===== src/logic/l2_trig_macros.svh =====
`ifndef L2_TRIG_MACROS_SVH
`define L2_TRIG_MACROS_SVH

// array geometry
`define L2_NLINK    4
`define L2_NPOL     2
`define L2_NSECT    12
`define L2_NREGION  4

// link word widths
`define L2_TRIG_W   8
`define L2_META_W   48

// enabled cycles from input sample to trig_o and delayed metadata
`define L2_LATENCY  4

// trigger word bit positions
`define L2_AUX_BIT  7
`define L2_LF_BIT   6

`endif


===== src/logic/l2_trig_pkg.sv =====
`default_nettype none

`include "l2_trig_macros.svh"

package l2_trig_pkg;

    // raw trigger word from one link
    typedef logic [`L2_TRIG_W-1:0] trig_word_t;

    // raw metadata word from one link, one byte per digitizer slot
    typedef logic [`L2_META_W-1:0] meta_word_t;

    // region masks of all sectors in one polarization, 4 bits per sector
    typedef logic [`L2_NSECT*`L2_NREGION-1:0] sect_mask_t;

    // one scaler pulse per sector
    typedef logic [`L2_NSECT-1:0] scaler_vec_t;

    // hpol scalers in the low half, vpol in the high half
    typedef logic [`L2_NPOL*`L2_NSECT-1:0] l2_scaler_t;

endpackage

`default_nettype wire


===== src/logic/level_two_trigger.sv =====
`timescale 1ns/1ns
`default_nettype none

`include "l2_trig_macros.svh"

module level_two_trigger (
    input  logic                    clk_i,
    input  logic                    rst_n_i,
    input  logic                    ce_i,
    input  logic                    logictype_i,
    input  logic                    holdoff_i,
    input  logic                    dead_i,
    input  l2_trig_pkg::trig_word_t tio0_trig_i,
    input  l2_trig_pkg::trig_word_t tio1_trig_i,
    input  l2_trig_pkg::trig_word_t tio2_trig_i,
    input  l2_trig_pkg::trig_word_t tio3_trig_i,
    input  l2_trig_pkg::meta_word_t tio0_meta_i,
    input  l2_trig_pkg::meta_word_t tio1_meta_i,
    input  l2_trig_pkg::meta_word_t tio2_meta_i,
    input  l2_trig_pkg::meta_word_t tio3_meta_i,
    output l2_trig_pkg::meta_word_t tio0_meta_o,
    output l2_trig_pkg::meta_word_t tio1_meta_o,
    output l2_trig_pkg::meta_word_t tio2_meta_o,
    output l2_trig_pkg::meta_word_t tio3_meta_o,
    output l2_trig_pkg::l2_scaler_t leveltwo_o,
    output logic                    trig_o
);
    import l2_trig_pkg::*;

    sect_mask_t          low_mask [`L2_NPOL];
    sect_mask_t          high_mask [`L2_NPOL];
    logic [`L2_NPOL-1:0] l2_trig;

    sector_mapper u_mapper (
        .clk_i       (clk_i),
        .rst_n_i     (rst_n_i),
        .ce_i        (ce_i),
        .meta0_i     (tio0_meta_i),
        .meta1_i     (tio1_meta_i),
        .meta2_i     (tio2_meta_i),
        .meta3_i     (tio3_meta_i),
        .low_mask_o  (low_mask),
        .high_mask_o (high_mask)
    );

    // polarization 0 is hpol, 1 is vpol
    for (genvar p = 0; p < `L2_NPOL; p++) begin : g_pol
        sector_coincidence u_coinc (
            .clk_i       (clk_i),
            .rst_n_i     (rst_n_i),
            .ce_i        (ce_i),
            .logictype_i (logictype_i),
            .low_mask_i  (low_mask[p]),
            .high_mask_i (high_mask[p]),
            .l2_trig_o   (l2_trig[p]),
            .scaler_o    (leveltwo_o[p*`L2_NSECT +: `L2_NSECT])
        );
    end

    trigger_combiner u_comb (
        .clk_i     (clk_i),
        .rst_n_i   (rst_n_i),
        .ce_i      (ce_i),
        .holdoff_i (holdoff_i),
        .dead_i    (dead_i),
        .trig0_i   (tio0_trig_i),
        .trig1_i   (tio1_trig_i),
        .trig2_i   (tio2_trig_i),
        .trig3_i   (tio3_trig_i),
        .l2_trig_i (l2_trig),
        .trig_o    (trig_o)
    );

    // metadata leaves together with the trigger it produced
    meta_delay u_meta0 (
        .clk_i   (clk_i),
        .rst_n_i (rst_n_i),
        .ce_i    (ce_i),
        .meta_i  (tio0_meta_i),
        .meta_o  (tio0_meta_o)
    );

    meta_delay u_meta1 (
        .clk_i   (clk_i),
        .rst_n_i (rst_n_i),
        .ce_i    (ce_i),
        .meta_i  (tio1_meta_i),
        .meta_o  (tio1_meta_o)
    );

    meta_delay u_meta2 (
        .clk_i   (clk_i),
        .rst_n_i (rst_n_i),
        .ce_i    (ce_i),
        .meta_i  (tio2_meta_i),
        .meta_o  (tio2_meta_o)
    );

    meta_delay u_meta3 (
        .clk_i   (clk_i),
        .rst_n_i (rst_n_i),
        .ce_i    (ce_i),
        .meta_i  (tio3_meta_i),
        .meta_o  (tio3_meta_o)
    );

endmodule

`default_nettype wire


===== src/logic/meta_delay.sv =====
`timescale 1ns/1ns
`default_nettype none

`include "l2_trig_macros.svh"

module meta_delay #(
    parameter int DEPTH = `L2_LATENCY
) (
    input  logic                    clk_i,
    input  logic                    rst_n_i,
    input  logic                    ce_i,
    input  l2_trig_pkg::meta_word_t meta_i,
    output l2_trig_pkg::meta_word_t meta_o
);
    import l2_trig_pkg::*;

    meta_word_t sr_q [DEPTH];

    // shifts only on enabled cycles, same as the trigger pipeline
    always_ff @(posedge clk_i) begin
        if (!rst_n_i) begin
            for (int k = 0; k < DEPTH; k++) begin
                sr_q[k] <= '0;
            end
        end else if (ce_i) begin
            sr_q[0] <= meta_i;
            for (int k = 1; k < DEPTH; k++) begin
                sr_q[k] <= sr_q[k-1];
            end
        end
    end

    assign meta_o = sr_q[DEPTH-1];

endmodule

`default_nettype wire


===== src/logic/sector_coincidence.sv =====
`timescale 1ns/1ns
`default_nettype none

`include "l2_trig_macros.svh"

module sector_coincidence (
    input  logic                     clk_i,
    input  logic                     rst_n_i,
    input  logic                     ce_i,
    input  logic                     logictype_i,
    input  l2_trig_pkg::sect_mask_t  low_mask_i,
    input  l2_trig_pkg::sect_mask_t  high_mask_i,
    output logic                     l2_trig_o,
    output l2_trig_pkg::scaler_vec_t scaler_o
);
    import l2_trig_pkg::*;

    localparam int MASK_W = $bits(sect_mask_t);

    sect_mask_t low_prev_q;
    sect_mask_t high_prev_q;
    sect_mask_t low_str_q;
    sect_mask_t high_str_q;
    sect_mask_t high_rot;
    sect_mask_t coinc;

    // logic type of the newest sample in the stretch
    logic lt_map_q;
    logic lt_str_q;

    scaler_vec_t act;
    scaler_vec_t act_q;
    scaler_vec_t act_qq;

    // sector i sees the high mask of sector i+1, sector 11 wraps to 0
    assign high_rot = {high_str_q[`L2_NREGION-1:0], high_str_q[MASK_W-1:`L2_NREGION]};

    // logictype 0 is AND, 1 is OR
    assign coinc = lt_str_q ? (low_str_q | high_rot) : (low_str_q & high_rot);

    always_comb begin
        for (int s = 0; s < `L2_NSECT; s++) begin
            act[s] = |coinc[`L2_NREGION*s +: `L2_NREGION];
        end
    end

    // stage 1, stretch each mask over the current and previous sample
    // logictype follows its sample through the mapper and stretch stages
    always_ff @(posedge clk_i) begin
        if (!rst_n_i) begin
            low_prev_q  <= '0;
            high_prev_q <= '0;
            low_str_q   <= '0;
            high_str_q  <= '0;
            lt_map_q    <= 1'b0;
            lt_str_q    <= 1'b0;
        end else if (ce_i) begin
            low_prev_q  <= low_mask_i;
            high_prev_q <= high_mask_i;
            low_str_q   <= low_mask_i | low_prev_q;
            high_str_q  <= high_mask_i | high_prev_q;
            lt_map_q    <= logictype_i;
            lt_str_q    <= lt_map_q;
        end
    end

    // stage 2 trigger, scaler edge lands one stage later
    always_ff @(posedge clk_i) begin
        if (!rst_n_i) begin
            l2_trig_o <= 1'b0;
            act_q     <= '0;
            act_qq    <= '0;
            scaler_o  <= '0;
        end else if (ce_i) begin
            l2_trig_o <= |coinc;
            act_q     <= act;
            act_qq    <= act_q;
            scaler_o  <= act_q & ~act_qq;
        end
    end

endmodule

`default_nettype wire


===== src/logic/sector_mapper.sv =====
`timescale 1ns/1ns
`default_nettype none

`include "l2_trig_macros.svh"

module sector_mapper (
    input  logic                    clk_i,
    input  logic                    rst_n_i,
    input  logic                    ce_i,
    input  l2_trig_pkg::meta_word_t meta0_i,
    input  l2_trig_pkg::meta_word_t meta1_i,
    input  l2_trig_pkg::meta_word_t meta2_i,
    input  l2_trig_pkg::meta_word_t meta3_i,
    output l2_trig_pkg::sect_mask_t low_mask_o [`L2_NPOL],
    output l2_trig_pkg::sect_mask_t high_mask_o [`L2_NPOL]
);
    import l2_trig_pkg::*;

    localparam int HALF = `L2_NSECT / 2;

    // hpol walks link 0 slots 5..0 then link 1 slots 0..5
    // vpol does the same with links 3 and 2
    localparam int LINK_A [`L2_NPOL] = '{0, 3};
    localparam int LINK_B [`L2_NPOL] = '{1, 2};

    meta_word_t meta [`L2_NLINK];
    sect_mask_t low_d [`L2_NPOL];
    sect_mask_t high_d [`L2_NPOL];

    assign meta[0] = meta0_i;
    assign meta[1] = meta1_i;
    assign meta[2] = meta2_i;
    assign meta[3] = meta3_i;

    always_comb begin
        logic [7:0] slot_byte;
        for (int p = 0; p < `L2_NPOL; p++) begin
            for (int s = 0; s < `L2_NSECT; s++) begin
                if (s < HALF) begin
                    slot_byte = meta[LINK_A[p]][8*(HALF-1-s) +: 8];
                end else begin
                    slot_byte = meta[LINK_B[p]][8*(s-HALF) +: 8];
                end
                // low nibble is the low threshold, high nibble the high one
                low_d[p][`L2_NREGION*s +: `L2_NREGION]  = slot_byte[3:0];
                high_d[p][`L2_NREGION*s +: `L2_NREGION] = slot_byte[7:4];
            end
        end
    end

    always_ff @(posedge clk_i) begin
        if (!rst_n_i) begin
            for (int p = 0; p < `L2_NPOL; p++) begin
                low_mask_o[p]  <= '0;
                high_mask_o[p] <= '0;
            end
        end else if (ce_i) begin
            for (int p = 0; p < `L2_NPOL; p++) begin
                low_mask_o[p]  <= low_d[p];
                high_mask_o[p] <= high_d[p];
            end
        end
    end

endmodule

`default_nettype wire


===== src/logic/trigger_combiner.sv =====
`timescale 1ns/1ns
`default_nettype none

`include "l2_trig_macros.svh"

module trigger_combiner (
    input  logic                    clk_i,
    input  logic                    rst_n_i,
    input  logic                    ce_i,
    input  logic                    holdoff_i,
    input  logic                    dead_i,
    input  l2_trig_pkg::trig_word_t trig0_i,
    input  l2_trig_pkg::trig_word_t trig1_i,
    input  l2_trig_pkg::trig_word_t trig2_i,
    input  l2_trig_pkg::trig_word_t trig3_i,
    input  logic [`L2_NPOL-1:0]     l2_trig_i,
    output logic                    trig_o
);
    import l2_trig_pkg::*;

    // aux/lf ride alongside the mapper and both coincidence stages
    localparam int DLY = `L2_LATENCY - 1;

    trig_word_t trig_w [`L2_NLINK];

    logic       aux_now;
    logic [1:0] lf_now;
    logic       aux_al;
    logic [1:0] lf_al;
    logic       any_trig;

    // bit 2 is aux, bits 1:0 are the two lf triggers
    logic [2:0] dly_q [DLY];

    assign trig_w[0] = trig0_i;
    assign trig_w[1] = trig1_i;
    assign trig_w[2] = trig2_i;
    assign trig_w[3] = trig3_i;

    always_comb begin
        aux_now = 1'b0;
        for (int l = 0; l < `L2_NLINK; l++) begin
            aux_now = aux_now | trig_w[l][`L2_AUX_BIT];
        end
    end

    // lf pairs follow the polarization split of the links
    assign lf_now[0] = trig_w[0][`L2_LF_BIT] | trig_w[1][`L2_LF_BIT];
    assign lf_now[1] = trig_w[2][`L2_LF_BIT] | trig_w[3][`L2_LF_BIT];

    always_ff @(posedge clk_i) begin
        if (!rst_n_i) begin
            for (int k = 0; k < DLY; k++) begin
                dly_q[k] <= '0;
            end
        end else if (ce_i) begin
            dly_q[0] <= {aux_now, lf_now};
            for (int k = 1; k < DLY; k++) begin
                dly_q[k] <= dly_q[k-1];
            end
        end
    end

    assign aux_al = dly_q[DLY-1][2];
    assign lf_al  = dly_q[DLY-1][1:0];

    assign any_trig = aux_al | (|lf_al) | (|l2_trig_i);

    // registered every clock so a ce_i low cycle always clears the pulse
    always_ff @(posedge clk_i) begin
        if (!rst_n_i) begin
            trig_o <= 1'b0;
        end else begin
            trig_o <= ce_i & ~holdoff_i & ~dead_i & any_trig;
        end
    end

endmodule

`default_nettype wire


===== config.mk =====
export PLATFORM = sky130hd
export DESIGN_NAME = level_two_trigger
export DESIGN_NICKNAME = d
export VERILOG_FILES = /design/src/logic/l2_trig_pkg.sv /design/src/logic/level_two_trigger.sv /design/src/logic/meta_delay.sv /design/src/logic/sector_coincidence.sv /design/src/logic/sector_mapper.sv /design/src/logic/trigger_combiner.sv
export VERILOG_INCLUDE_DIRS = /design/src /design/src/logic
export SDC_FILE = /design/constraint.sdc
export NUM_CORES = 2
export LEC_CHECK = 0
export ABC_CLOCK_PERIOD_IN_PS = 14400
export BUFFER_PORTS_ARGS = -buffer_cell sky130_fd_sc_hd__buf_2
export CAP_MARGIN = 20
export CORE_MARGIN = 3
export CORE_UTILIZATION = 30
export DETAILED_ROUTE_END_ITERATION = 12
export PLACE_DENSITY = 0.48
export SYNTH_ARGS = -nofsm -noshare
export SYNTH_HDL_FRONTEND = slang
export SYNTH_HIERARCHICAL = 1
export SYNTH_SLANG_ARGS = --single-unit

===== constraint.sdc =====
create_clock -name clk_i -period 14.4 [get_ports clk_i]
set_input_delay 0.72 -clock clk_i [delete_from_list [all_inputs] [get_ports clk_i]]
set_output_delay 0.72 -clock clk_i [all_outputs]
set_load 0.1 [all_outputs]

==> flow_results.org <==
** Placement
- Pre-CTS WS :: 9.59 ns
- Count of input and output buffers :: 422
- Final weighted congestion of routability-driven global placement :: 0.708
- Detail Placement HPWL :: 68400 um

** Global routing
- Global Route Usage Sum :: 0.120
- Via count of the first global-routing pass :: 30.7k
- Maximum number of pins on one net before global-route repair :: 277
- Number of antenna violations at the first check in global routing :: 44
- Remaining global-route overflow :: 0
- The first global-routing pass estimated 180000 um of wire.

** Synthesis
- Portion of netlist area occupied by mux cells :: 0.0759
- Xor/xnor share of the synthesized area :: 0
- Synth Area in Compound Gates :: 0.0529
- By area the synthesized netlist is led by sky130_fd_sc_hd__edfxtp_1 42%, sky130_fd_sc_hd__dfxtp_1 24%, sky130_fd_sc_hd__and3_1 8.7%.
- The most used flip-flop cell after synthesis is sky130_fd_sc_hd__edfxtp_1.
- Synthesis inferred 1432 register bits.
- A synthesized cell averages 12.9 um2.
- Number of different library cells in the post-synthesis netlist :: 39
- Warnings, synthesis :: 6
- Synth Area in Adders :: 0
- Synthesized netlist net count :: 4516
- For this run, the register share of the synthesized area comes to 0.662.
- Share of async-settable or async-resettable flops after synthesis :: 0
- The synthesized design spends more area on one cell type than any other, namely sky130_fd_sc_hd__edfxtp_1.
- The cell area that synthesis handed to floorplanning was 55100 um2.
- Post-Synth Simple-Gate Area :: 0.167
- Most repeated cell in the gate-level netlist after synthesis :: sky130_fd_sc_hd__edfxtp_1
- Top-area cell type share of the netlist area :: 0.424
- Combinational family with the most area after synthesis :: simple AND/OR/NAND/NOR gates
- In the synthesized netlist, the number of instances is 4286.
- In the synthesized netlist, the cells that appear most often are 777 x sky130_fd_sc_hd__edfxtp_1, 768 x sky130_fd_sc_hd__and3_1, 655 x sky130_fd_sc_hd__dfxtp_1, 418 x sky130_fd_sc_hd__mux2i_1, 418 x sky130_fd_sc_hd__nor2b_1.
- Number of enable flip-flop cells after synthesis :: 777

** Worst setup path
- Data on the critical path arrives at its endpoint at 4.60 ns.
- Type of the worst setup path :: in2reg
- Type of destination of the critical path :: flip-flop
- The worst setup path is launched from an input port.
- Worst reg2reg path startpoint :: g_pol[1].u_coinc/lt_str_q$_SDFFE_PN0P_
- Flop-to-flop setup slack :: 12.23 ns
- Data on the critical path is required at its endpoint by 15.06 ns.
- In this run the worst setup path terminates at g_pol[0].u_coinc/high_prev_q[37]$_SDFFE_PN0P_.
- Critical path startpoint :: ce_i
- For the worst flop-to-flop path, the logic depth is 5.
- In this run the critical register-to-register path is captured at g_pol[1].u_coinc/l2_trig_o$_SDFFE_PN0P_.
- In this run the worst path has a maximum fanout of 202.

** Die
- From left edge to right edge, the die measures 435 um.
- In this run the vertical extent of the chip is 435 um.
- Floorplan die area :: 189000 um2
- For this configuration, the core starts out at a cell density of 0.303.
- Ports :: 447
- The core region is 182000 um2.
- The initialized floorplan defines 156 standard-cell rows.

** CTS
- Clock tree synthesis selected as its root buffer the cell sky130_fd_sc_hd__clkbuf_16.
- Hold repair after CTS inserted 0 buffers.
- Post-CTS timing repair inserted 0 buffers for setup.
- In this run, CTS created clock tree buffers numbering 163.
- TritonCTS built the clock tree.
- Number of clock sinks seen by CTS :: 1432
- Clock transition time at the flip-flop clock pins of the worst setup and hold paths :: 0.06 ns
- PostCTS Resize Cnt :: 0
- In this run the deepest clock path goes through 3 buffers.
- Clock latency at the later pin of the worst-skew pair :: 0.79 ns
- CTS HTree Levels :: 4

** Route
- Antenna viol nets, final :: 0
- Number of vias in the routed layout :: 32.1k
- Via-per-instance ratio :: 4.47
- DRC violations left :: 0
- First-pass iteration count of the detailed router :: 5
- The final layout contains routed wiring with a total length of 117000 um.
- The detailed router finished its first iteration with 2267 violations.
- Dividing the detail-routed wire length by the instance count gives 16.3 um.

** STA
- Adding up every negative setup slack in the final design gives 0 ns.
- Max-slew violation total from the final report :: 0
- Least-Margin Pin Slew :: 1.13 ns
- Timing would allow up to 253 MHz.
- Measured against its own limit, the worst slew margin works out to 0.244.
- Counting I/O delays and the setup requirement, the final critical path takes 3.95 ns.
- Once routing completed, OpenROAD measured the worst setup slack at 10.45 ns.
- For the final database, setup skew stands at 0.0263 ns.
- Of the available clock period, the critical path in the final layout requires 0.274.
- Final Hold Fails :: 0
- Setup repair after global routing left no endpoint under its margin.
- Setup violations remaining at the end of the flow were counted as 0.

** Job
- Max-cap violations in this run came to 0.

** Final layout
- Fraction of layout cells with a size suffix above 1 :: 0.150
- The filler cells instantiated in the layout total 17.9k.
- The area growth from synthesis to layout is 15.5%.
- Number of nets at the end of the flow :: 4793
- At the end of the flow the core is filled with cells to 0.350.

** Pwr
- Total power after layout :: 0.00952 W
- In this run the static leakage power is 27.5 nW.
- Dividing total power by cell area gives a power density of 150 nW/um2.
- Max IR drop VDD :: 0.0982 mV

** Hold path
- Class of the most critical hold timing path :: in2reg
- The worst hold path begins at dead_i.
- Hold path cells :: 2

** Status
- The flow ran to the end, and the final reports show no timing, DRC or antenna violations.
[per-stage QoR]
stage	std cells	cell area, um2	hold slack (ns)
after floorplan	4286	55100	0.470
after global placement	6847	58300	0.467
after detailed placement	6847	58300	0.472
after CTS	7152	63600	0.00665
after global routing	7163	63600	0.0368
final	7174	63700	0.111
[per-layer routing]
metal,routed length (um),track usage,up-vias
met5,209,0,-
met4,4380,0.0498,30
met3,6020,0.0350,248
met2,55300,0.195,506
met1,51300,0.150,15169
li1,-,-,16098
[worst min-delay path by stage]
stage                                                     end  slack, ns
floorplan             g_pol[0].u_coinc/act_q[11]$_SDFFE_PN0P_       0.47
global placement    g_pol[1].u_coinc/scaler_o[6]$_SDFFE_PN0P_       0.47
detailed placement  g_pol[0].u_coinc/scaler_o[6]$_SDFFE_PN0P_       0.47
CTS                                  u_comb/trig_o$_SDFF_PN0_      0.007
global route                         u_comb/trig_o$_SDFF_PN0_       0.04
finish                               u_comb/trig_o$_SDFF_PN0_       0.11
[cell usage in the layout (no fill, tap or decap), types with 6 or more instances in the layout]
| master | netlist | routed |
|---|---|---|
| sky130_fd_sc_hd__a21boi_0 | 26 | 26 |
| sky130_fd_sc_hd__a21oi_1 | 242 | 242 |
| sky130_fd_sc_hd__a222oi_1 | 10 | 10 |
| sky130_fd_sc_hd__a22oi_1 | 14 | 14 |
| sky130_fd_sc_hd__and3_1 | 768 | 768 |
| sky130_fd_sc_hd__and3_2 | 6 | 6 |
| sky130_fd_sc_hd__buf_12 | 20 | 7 |
| sky130_fd_sc_hd__buf_2 | 102 | 420 |
| sky130_fd_sc_hd__buf_4 | 2 | 27 |
| sky130_fd_sc_hd__clkbuf_1 | 141 | 56 |
| sky130_fd_sc_hd__clkbuf_16 | 0 | 172 |
| sky130_fd_sc_hd__clkbuf_8 | 0 | 22 |
| sky130_fd_sc_hd__clkinv_1 | 0 | 13 |
| sky130_fd_sc_hd__clkinv_2 | 0 | 17 |
| sky130_fd_sc_hd__dfxtp_1 | 655 | 653 |
| sky130_fd_sc_hd__diode_2 | 0 | 22 |
| sky130_fd_sc_hd__edfxtp_1 | 777 | 777 |
| sky130_fd_sc_hd__mux2i_1 | 418 | 418 |
| sky130_fd_sc_hd__nand2_1 | 22 | 22 |
| sky130_fd_sc_hd__nand2b_1 | 30 | 26 |
| sky130_fd_sc_hd__nand3b_1 | 24 | 24 |
| sky130_fd_sc_hd__nor2_1 | 236 | 236 |
| sky130_fd_sc_hd__nor2b_1 | 418 | 418 |
| sky130_fd_sc_hd__nor3_1 | 29 | 29 |
| sky130_fd_sc_hd__nor4_1 | 7 | 7 |
| sky130_fd_sc_hd__o211a_1 | 14 | 14 |
| sky130_fd_sc_hd__o211ai_1 | 6 | 6 |
| sky130_fd_sc_hd__o21ai_0 | 206 | 206 |
| sky130_fd_sc_hd__or4_1 | 10 | 10 |
[registers in the layout (all words and copies together) (netlist names), 96 cells and up]
signal,count
g_pol.u_coinc/high_prev_q,96
g_pol.u_coinc/high_str_q,96
g_pol.u_coinc/low_prev_q,96
g_pol.u_coinc/low_str_q,96
u_mapper/high_mask_o,96
u_mapper/low_mask_o,96
u_meta0/sr_q,192
u_meta1/sr_q,192
u_meta2/sr_q,192
u_meta3/sr_q,192
[critical path, cell delays in order]
cell	delay, ns
sky130_fd_sc_hd__buf_12	0.28
sky130_fd_sc_hd__buf_4	0.64
sky130_fd_sc_hd__buf_4	0.73
sky130_fd_sc_hd__buf_12	0.66
sky130_fd_sc_hd__buf_4	0.83
sky130_fd_sc_hd__mux2i_1	0.27
sky130_fd_sc_hd__nor2b_1	0.06
[layout make-up]
cell class                 count  area, um2  share of cell area
antenna                       22       55.1            0.000865
tap                         2449       3060              0.0481
multi-input combinational   2511      16300               0.256
timing repair buffer         455       2460              0.0386
clock inverter                52        478             0.00751
sequential                  1432      36400               0.573
clock buffer                 253       4830              0.0759
[kinds of logic after synthesis]
group	count (synthesis)
buffers and inverters	343
AOI/OAI and AO/OA	527
and+or+nand+nor	1566
DFF	1432
muxes	418
[where the power goes]
group	internal, W	total (W)	switching, W
sequential	0.00456	0.00467	0.000102
clock	0.00240	0.00406	0.00166
combinational	0.000221	0.000793	0.000572
Note: power is estimated with default switching activity, not from simulation.
